[src/rtl/cache_pkg.sv]
package cache_pkg;

    // Data path widths
    localparam int WORD_BITS = 32;
    localparam int MASK_BITS = 4;

    // Word addresses run from ADDR_HI down to bit 2
    localparam int ADDR_HI = 18;

    // Data cache controller
    typedef enum logic [2:0] {
        DC_IDLE,
        DC_CACHE_READ,
        DC_CACHE_WRITE,
        DC_MEM_READ,
        DC_MEM_WRITE,
        DC_DONE
    } dcache_state_e;

    // Instruction cache controller
    typedef enum logic [1:0] {
        IC_IDLE,
        IC_LOOKUP,
        IC_REFILL,
        IC_DONE
    } icache_state_e;

endpackage

[src/rtl/mem_arbiter.sv]
module mem_arbiter (
    input  logic                            clk_i,
    input  logic                            rst_i,
    // Data cache miss port
    input  logic [cache_pkg::ADDR_HI:2]     d_addr_i,
    input  logic [cache_pkg::WORD_BITS-1:0] d_wdata_i,
    input  logic [cache_pkg::MASK_BITS-1:0] d_wstrb_i,
    input  logic                            d_valid_i,
    output logic [cache_pkg::WORD_BITS-1:0] d_rdata_o,
    output logic                            d_ready_o,
    // Instruction cache miss port
    input  logic [cache_pkg::ADDR_HI:2]     i_addr_i,
    input  logic                            i_valid_i,
    output logic [cache_pkg::WORD_BITS-1:0] i_rdata_o,
    output logic                            i_ready_o,
    // Main memory
    output logic [cache_pkg::ADDR_HI:2]     mem_addr_o,
    output logic [cache_pkg::WORD_BITS-1:0] mem_wdata_o,
    output logic [cache_pkg::MASK_BITS-1:0] mem_wstrb_o,
    output logic                            mem_valid_o,
    input  logic [cache_pkg::WORD_BITS-1:0] mem_rdata_i,
    input  logic                            mem_ready_i
);

    // Owner is held while a transfer waits on ready
    logic busy_q;
    logic owner_instr_q;
    logic owner_instr;

    // When free, data side wins
    assign owner_instr = busy_q ? owner_instr_q : !d_valid_i;

    always_ff @(posedge clk_i) begin
        if (rst_i) begin
            busy_q        <= 1'b0;
            owner_instr_q <= 1'b0;
        end else if (mem_valid_o && mem_ready_i) begin
            busy_q <= 1'b0;
        end else if (!busy_q && mem_valid_o) begin
            busy_q        <= 1'b1;
            owner_instr_q <= owner_instr;
        end
    end

    // Granted request passes straight through
    assign mem_valid_o = owner_instr ? i_valid_i : d_valid_i;
    assign mem_addr_o  = owner_instr ? i_addr_i : d_addr_i;
    assign mem_wdata_o = owner_instr ? '0 : d_wdata_i;
    assign mem_wstrb_o = owner_instr ? '0 : d_wstrb_i;

    assign d_rdata_o = mem_rdata_i;
    assign i_rdata_o = mem_rdata_i;
    assign d_ready_o = mem_ready_i && mem_valid_o && !owner_instr;
    assign i_ready_o = mem_ready_i && mem_valid_o && owner_instr;

endmodule

[config.mk]
export PLATFORM = sky130hd
export DESIGN_NAME = mem_arbiter
export DESIGN_NICKNAME = d
export VERILOG_FILES = /design/src/rtl/cache_pkg.sv /design/src/rtl/mem_arbiter.sv
export SDC_FILE = /design/constraint.sdc
export NUM_CORES = 1
export LEC_CHECK = 0
export BUFFER_PORTS_ARGS = -buffer_cell sky130_fd_sc_hd__buf_2
export CORE_AREA = 3 3 86 88
export CTS_CLUSTER_DIAMETER = 120
export DETAILED_ROUTE_END_ITERATION = 16
export DIE_AREA = 0 0 89 91
export GPL_TIMING_DRIVEN = 0
export MAX_ROUTING_LAYER = met4
export SETUP_SLACK_MARGIN = 0.5
export SYNTH_ARGS = -nofsm -noshare
export SYNTH_HDL_FRONTEND = slang
export SYNTH_SLANG_ARGS = --single-unit
export TNS_END_PERCENT = 30
[constraint.sdc]
create_clock -name clk_i -period 3 [get_ports clk_i]
set_input_delay 0.6 -clock clk_i [delete_from_list [all_inputs] [get_ports clk_i]]
set_output_delay 0.6 -clock clk_i [all_outputs]
set_load 0.02 [all_outputs]
Word level (Yosys, flattened, before mapping):

Cells that the tools add are included.

* logic and storage cells: 17
* input port bits: 107
* output and inout bits: 120
* register bits after elaboration: 2

* reduce and logical (&&, ||, !) cells: 9
* bitwise gates (word level): 1
* multiplexer cells: 5

Operators with widths (number)
* 32-bit two-way mux: 1
* 17-bit two-way mux: 1
* 1-bit logical AND: 4
* 4-bit two-way mux: 1
* 1-bit zero test: 3
* 1-bit two-way mux: 2
* 2-bit AND reduction: 1
* 2-bit OR reduction: 1
* 1-bit inverter: 1

Longest topological paths before layout:

Gate-level depths: netlist of run 1.

* depth after elaboration: 6
* mapped depth: 4
* gate-level depth less buffers: 3

Least setup slack after synthesis of run 1:

OpenSTA, ideal clock, no wires.

* kind: input to output
* from: in d_valid_i
* to: out mem_addr_o[10] (netlist bit)
* stages: 4
* arrival: 1447 ps
* required time: 2400 ps
* buffers on the path: 1
* setup slack: 953 ps
* cells stage by stage: inv_1 mux2i_4 buf_12 mux2_4

* word-level cells in the longest chain between the ends: 3

Ends and longest elaborated chain
* from (decl): line mem_arbiter.sv:8 `input logic d_valid_i,`
* 1-bit zero test: line mem_arbiter.sv:31 `assign owner_instr = busy_q ? owner_instr_q : !d_valid_i;`
* 1-bit two-way mux: line mem_arbiter.sv:31
* 17-bit two-way mux: line mem_arbiter.sv:47 `assign mem_addr_o = owner_instr ? i_addr_i : d_addr_i;`
* to (decl): line mem_arbiter.sv:17 `output logic [cache_pkg::ADDR_HI:2] mem_addr_o,`

Every way passes these cells.

Worst setup path in the final report of run 1:

* from: in d_valid_i
* to: out mem_wdata_o[10] (netlist bit)

* word-level cells in the longest chain between the ends: 3

Ends and longest elaborated chain
* 1-bit zero test: line mem_arbiter.sv:31
* 1-bit two-way mux: line mem_arbiter.sv:31
* 32-bit two-way mux: line mem_arbiter.sv:48 `assign mem_wdata_o = owner_instr ? '0 : d_wdata_i;`
* to (decl): line mem_arbiter.sv:18 `output logic [cache_pkg::WORD_BITS-1:0] mem_wdata_o,`

Every way passes these cells.

==> results_dict.tcl, run 1 <==
set metrics [dict create \
    crit_arrival_ns 1.73 \
    diodes 0 \
    placed_cells 412 \
    fin_area_mm2 0.002246 \
    cts_tree "built" \
    p_sw_share_pct 43.13 \
    setup_violations 0 \
    io-pin-count 227 \
    drt-total-wl_um 4220 \
    cts-htree-levels 1 \
    fin_hold_ws_ns 0.5733 \
    synthTopCellsByCount "buf_4 (64), and2_1 (36), mux2_4 (13)" \
    grt_setup_unrepaired "false" \
    synth.distinct_cells 16 \
    worst_path_max_delay_cell "clkbuf_1" \
    critical_path_class "primary input to output port" \
    clock_latency_ns 0.21 \
    cp-end-kind "output port" \
    pwr-share-seq_pct 5.4 \
    hp-class "primary input to flip-flop" \
    die_w_um 89 \
    synth_edf_count 0 \
    start_kind "primary input" \
    post_cts_resized 0 \
    ys_seq_area_share_pct 3.579 \
    powerDensity_mw_per_mm2 260.8 \
    cts.path.max_buffers 2 \
    totalPowerFinal_uw 585.8 \
    pre_cts_slack_ns 0.4994 \
    final_cells 417 \
    maxSlewHeadroom_pct 79.24 \
    synth_top_area_share_pct 42.95 \
    nets 446 \
    synth-async-reset-ratio_pct 0 \
    num_rows 30 \
    grt_max_degree 11 \
    cts_setup_buffers 2 \
    drcViolationCount 0 \
    via_per_inst 3.549 \
    maxCapViolations 0 \
    max_stage_delay_ns 0.26 \
    area_growth_pct 100.8 \
    slew_violations 0 \
    cts_root_buf "clkbuf_8" \
    globalplace.congestion 0.6357 \
    cp_num_buf_inv 5 \
    period_share_pct 77.67 \
    clock_skew_ns 0.001951 \
    drive_above_1_share_pct 83.98 \
    wire_per_inst_um 10.12 \
    ir_drop_uv 108.2 \
    hpwl_um 3885 \
    worstPathMaxFanout 10 \
    path_common_cell "buf_2" \
    dr.pass1.iters 3 \
    tightest_slew_ns 0.3113 \
    overflow 0 \
    syn_nets 245 \
    cts_buffers 3 \
    synth_top_flop_cell "dfxtp_1" \
    portBuffers 194 \
    fin_crit_ns 2.330 \
    synth_most_common_cell "buf_4" \
    fin_util_pct 33.43 \
    initial_utilization_pct 16.65 \
    cts.sinks 2 \
    p_clk_share_pct 17.7 \
    syn_avg_cell_area_um2 8.106 \
    yosysTopAreaCell "buf_4" \
    finalWorstSetupSlack_ns 0.6699 \
    power_switching_uw 252.6 \
    synth-seq-cells 2 \
    die_h_um 91 \
    grtUsageTotal_pct 8.811 \
    clkSlewWorstSetupHoldPaths_ns 0.03 \
    grt_pass1_vias 1319 \
    nFillCells 706 \
    grt_pass1_wl_um 5802 \
    worstPathCellList "buf_2 -> inv_1 -> mux2i_4 -> buf_4 -> clkbuf_1 -> and2_1 -> buf_2" \
    final-hold-violation-count 0 \
    p_int_uw 333.2 \
    antenna_found_initial 0 \
    drt_iter0_markers 11 \
    critPathRequiredTime_ns 2.40 \
    syn_inst 138 \
    vias 1480 \
    max_freq_mhz 429.2 \
    p_comb_share_pct 76.8 \
    dieArea_mm2 0.008099 \
    syn_area_mm2 0.001119 \
    placed_area_mm2 0.002190 \
    tns_ns 0 \
    status "complete, no violations" \
    r2r_slack_ns 2.09 \
    ant_nets 0 \
    hold_buffers 0 \
    yosysWarnings 0 \
    leakage_nw 1.417 \
    critPathTopFamily "buffers and inverters" \
    core-area_mm2 0.006719 \
    synth_area_leaders "buf_4 (43%), and2_1 (20%), mux2_4 (17%)" \
]
==> power by group through the flow <==
stage,Combinational (mW),Sequential (mW),Clock [mW]
2_1_floorplan,0.301,0.0316,0
3_3_place_gp,0.449,0.0321,0
3_5_place_dp,0.452,0.0321,0
4_1_cts,0.456,0.0318,0.109
5_1_grt,0.482,0.0322,0.112
6_report,0.450,0.0318,0.104
==> path summary, 6_finish.rpt <==
path                 startpoint         endpoint  depth (start not counted)
setup / recovery      d_valid_i  mem_wdata_o[10]                          7
hold / removal            rst_i           busy_q                          2
hold reg to reg   owner_instr_q    owner_instr_q                          2
setup reg to reg         busy_q    owner_instr_q                          3
==> cell type report <==
| cell class | count | area (um^2) | area share [%] |
|---|---|---|---|
| plain buffers | 69 | 523.0 | 23.29 |
| clock buffers | 3 | 41.29 | 1.838 |
| inverters | 1 | 3.754 | 0.1671 |
| multi-input cells | 66 | 551.8 | 24.57 |
| flip-flops and latches | 2 | 40.04 | 1.783 |
| well taps | 80 | 100.1 | 4.457 |
| repair buffers | 196 | 985.9 | 43.90 |
==> flip-flops by register name, indices dropped and copies added (netlist names) <==
register,cells
busy_q,1
owner_instr_q,1
==> metal layers <==
layer / vias to the layer above / routed length [um] / global-route usage [%]
li1: 769 / - / -
met1: 616 / 1377 / 8.514
met2: 95 / 2370 / 17.76
met3: 0 / 473 / 1.543
met4: 0 / 0 / 1.489
met5: - / 0 / -
==> layout by cell type (no fill, tap or decap), drive strengths merged <==
cell type	count
nor2	4
a211oi	1
a2bb2oi	1
clkbuf	6
nand2	2
dfxtp	2
mux2	17
buf	262
a21oi	3
and2	36
inv	1
mux2i	2
==> cells by family (layout without fill, tap and decap cells) <==
kind of cell | count (synthesis) | in the layout | share of synthesized area (%)
buffers and inverters | 70 | 269 | 47.09
AND/OR/NAND/NOR | 42 | 42 | 22.15
AO/OA/AOI/OAI | 5 | 5 | 2.796
multiplexers | 19 | 19 | 24.38
flip-flops | 2 | 2 | 3.580
Power figures use the tool's default switching activity.
==> run 2, diff against run 1 <==
--- a/config.mk
+++ b/config.mk
@@ -6,10 +6,10 @@
 export NUM_CORES = 1
 export LEC_CHECK = 0
 export BUFFER_PORTS_ARGS = -buffer_cell sky130_fd_sc_hd__buf_2
-export CORE_AREA = 3 3 86 88
+export CORE_AREA = 3 3 88 90
 export CTS_CLUSTER_DIAMETER = 120
 export DETAILED_ROUTE_END_ITERATION = 16
-export DIE_AREA = 0 0 89 91
+export DIE_AREA = 0 0 91 93
 export GPL_TIMING_DRIVEN = 0
 export MAX_ROUTING_LAYER = met4
 export SETUP_SLACK_MARGIN = 0.5
==> constraint.sdc (replaced) <==
create_clock -name clk_i -period 2 [get_ports clk_i]
set_input_delay 0.4 -clock clk_i [delete_from_list [all_inputs] [get_ports clk_i]]
set_output_delay 0.4 -clock clk_i [all_outputs]
set_load 0.02 [all_outputs]
==> results_dict.tcl, run 2 (synthesis gave the netlist of run 1 again) <==
set metrics [dict create \
    status "complete, no violations" \
    hp-class "primary input to flip-flop" \
    cp_num_buf_inv 3 \
    path_common_cell "buf_12" \
    cts_tree "built" \
    worstPathCellList "mux2i_4 -> buf_12 -> buf_12 -> mux2_4 -> buf_6" \
    critPathRequiredTime_ns 1.60 \
    reg_top3 "busy_q x1, owner_instr_q x1" \
    vias 1572 \
    pwr-share-seq_pct 4.6 \
    critPathTopFamily "multiplexers" \
    worstPathMaxFanout 5 \
    clock_latency_ns 0.21 \
    p_clk_share_pct 16.9 \
    crit_arrival_ns 1.53 \
    globalplace.congestion 0.7231 \
    final_cell_mix "buf_2 (168), buf_4 (75), and2_1 (35)" \
    clock_skew_ns 0.004524 \
    cts.sinks 2 \
    wire_per_inst_um 10.74 \
    die_h_um 93 \
    hp-start "rst_i" \
    hpwl_um 4104 \
    grt_pass1_vias 1521 \
    p_int_uw 594.4 \
    pre_cts_slack_ns -0.1178 \
    drt-total-wl_um 4745 \
    tns_ns 0 \
    drive_above_1_share_pct 85.71 \
    tightest_slew_ns 0.1962 \
    hold_buffers 0 \
    nFillCells 774 \
    slew_violations 0 \
    crit_path_start "busy_q" \
    p_sw_share_pct 40.78 \
    core-area_mm2 0.007137 \
    portBuffers 194 \
    maxSlewHeadroom_pct 86.55 \
    grt_setup_unrepaired "true" \
    initial_utilization_pct 15.67 \
    start_kind "flip-flop" \
    ir_drop_uv 120.3 \
    period_share_pct 96.62 \
    rr_startpoint "busy_q" \
    overflow 0 \
    antenna_found_initial 0 \
    num_rows 31 \
    critical_path_class "flip-flop to output port" \
    clkSlewWorstSetupHoldPaths_ns 0.03 \
    dr.pass1.iters 4 \
    area_growth_pct 126.6 \
    max_freq_mhz 517.5 \
    setup_violations 0 \
    cts_buffers 3 \
    power_switching_uw 409.3 \
    placed_cells 431 \
    final-hold-violation-count 0 \
    worst_path_max_delay_cell "dfxtp_4" \
    p_comb_share_pct 78.5 \
    fin_crit_ns 1.932 \
    cp-end-kind "output port" \
    die_w_um 91 \
    grtUsageTotal_pct 9.789 \
    dieArea_mm2 0.008463 \
    cts-htree-levels 1 \
    finalWorstSetupSlack_ns 0.06764 \
    grt_pass1_wl_um 6879 \
    nets 451 \
    cts_root_buf "clkbuf_8" \
    cts.path.max_buffers 2 \
    diodes 0 \
    grt_max_degree 11 \
    maxCapViolations 0 \
    final_cells 442 \
    final_common_cell "buf_2" \
    io-pin-count 227 \
    drcViolationCount 0 \
    powerDensity_mw_per_mm2 396.0 \
    ant_nets 0 \
    max_stage_delay_ns 0.35 \
    leakage_nw 1.536 \
    via_per_inst 3.557 \
    drt_iter0_markers 29 \
]
-- run 2: worst paths after layout --
check,end,slack [ns],cells after the start
max reg2reg,owner_instr_q,1.02,4
max,mem_addr_o[9],0.07,5
min reg2reg,owner_instr_q,0.59,2
min,busy_q,0.36,2
-- run 2: repair_timing --
action | in CTS | in global routing
buffers inserted | 6 | 0
pin swaps | 0 | 1
gates cloned | 1 | 0
endpoints found under the setup margin | 55 | 55
gates resized for setup | 55 | 4
-- run 2: stage by stage --
step	hold WS [ns]	utilization [%]	instance area, um^2	power, mW
after floorplan	0.4627	-	1122	0.4982
after global placement	0.5386	31.07	2217	0.7251
after detailed placement	0.5333	31.07	2217	0.7325
after CTS	0.3557	35.34	2522	1.012
after global routing	0.3588	35.52	2535	1.066
final	0.3567	35.52	2535	1.004
-- run 2: area by class of cell --
| type | instances | area [um^2] | share of cell area, % |
|---|---|---|---|
| multi-input cells | 66 | 569.3 | 22.46 |
| repair buffers | 201 | 1205 | 47.53 |
| well taps | 99 | 123.9 | 4.886 |
| flip-flops and latches | 2 | 43.79 | 1.728 |
| plain buffers | 69 | 544.3 | 21.47 |
| clock buffers | 4 | 45.04 | 1.777 |
| inverters | 1 | 3.754 | 0.1481 |
-- run 2: per-layer routing --
layer / part of all wire [%] / vias to the layer above / wire, um / global-route usage [%]
li1: - / 779 / - / -
met1: 31 / 680 / 1484 / 9.122
met2: 57 / 113 / 2683 / 19.99
met3: 12 / 0 / 577 / 2.574
met4: 0 / 0 / 0 / 1.884
met5: 0 / - / 0 / -
-- run 2: power groups by stage --
stage,Sequential (mW),Clock [mW],Combinational [mW]
after floorplan,0.0472,0,0.451
after global placement,0.0478,0,0.677
after detailed placement,0.0479,0,0.685
after CTS,0.0463,0.175,0.791
after global routing,0.0469,0.181,0.838
final,0.0465,0.170,0.788
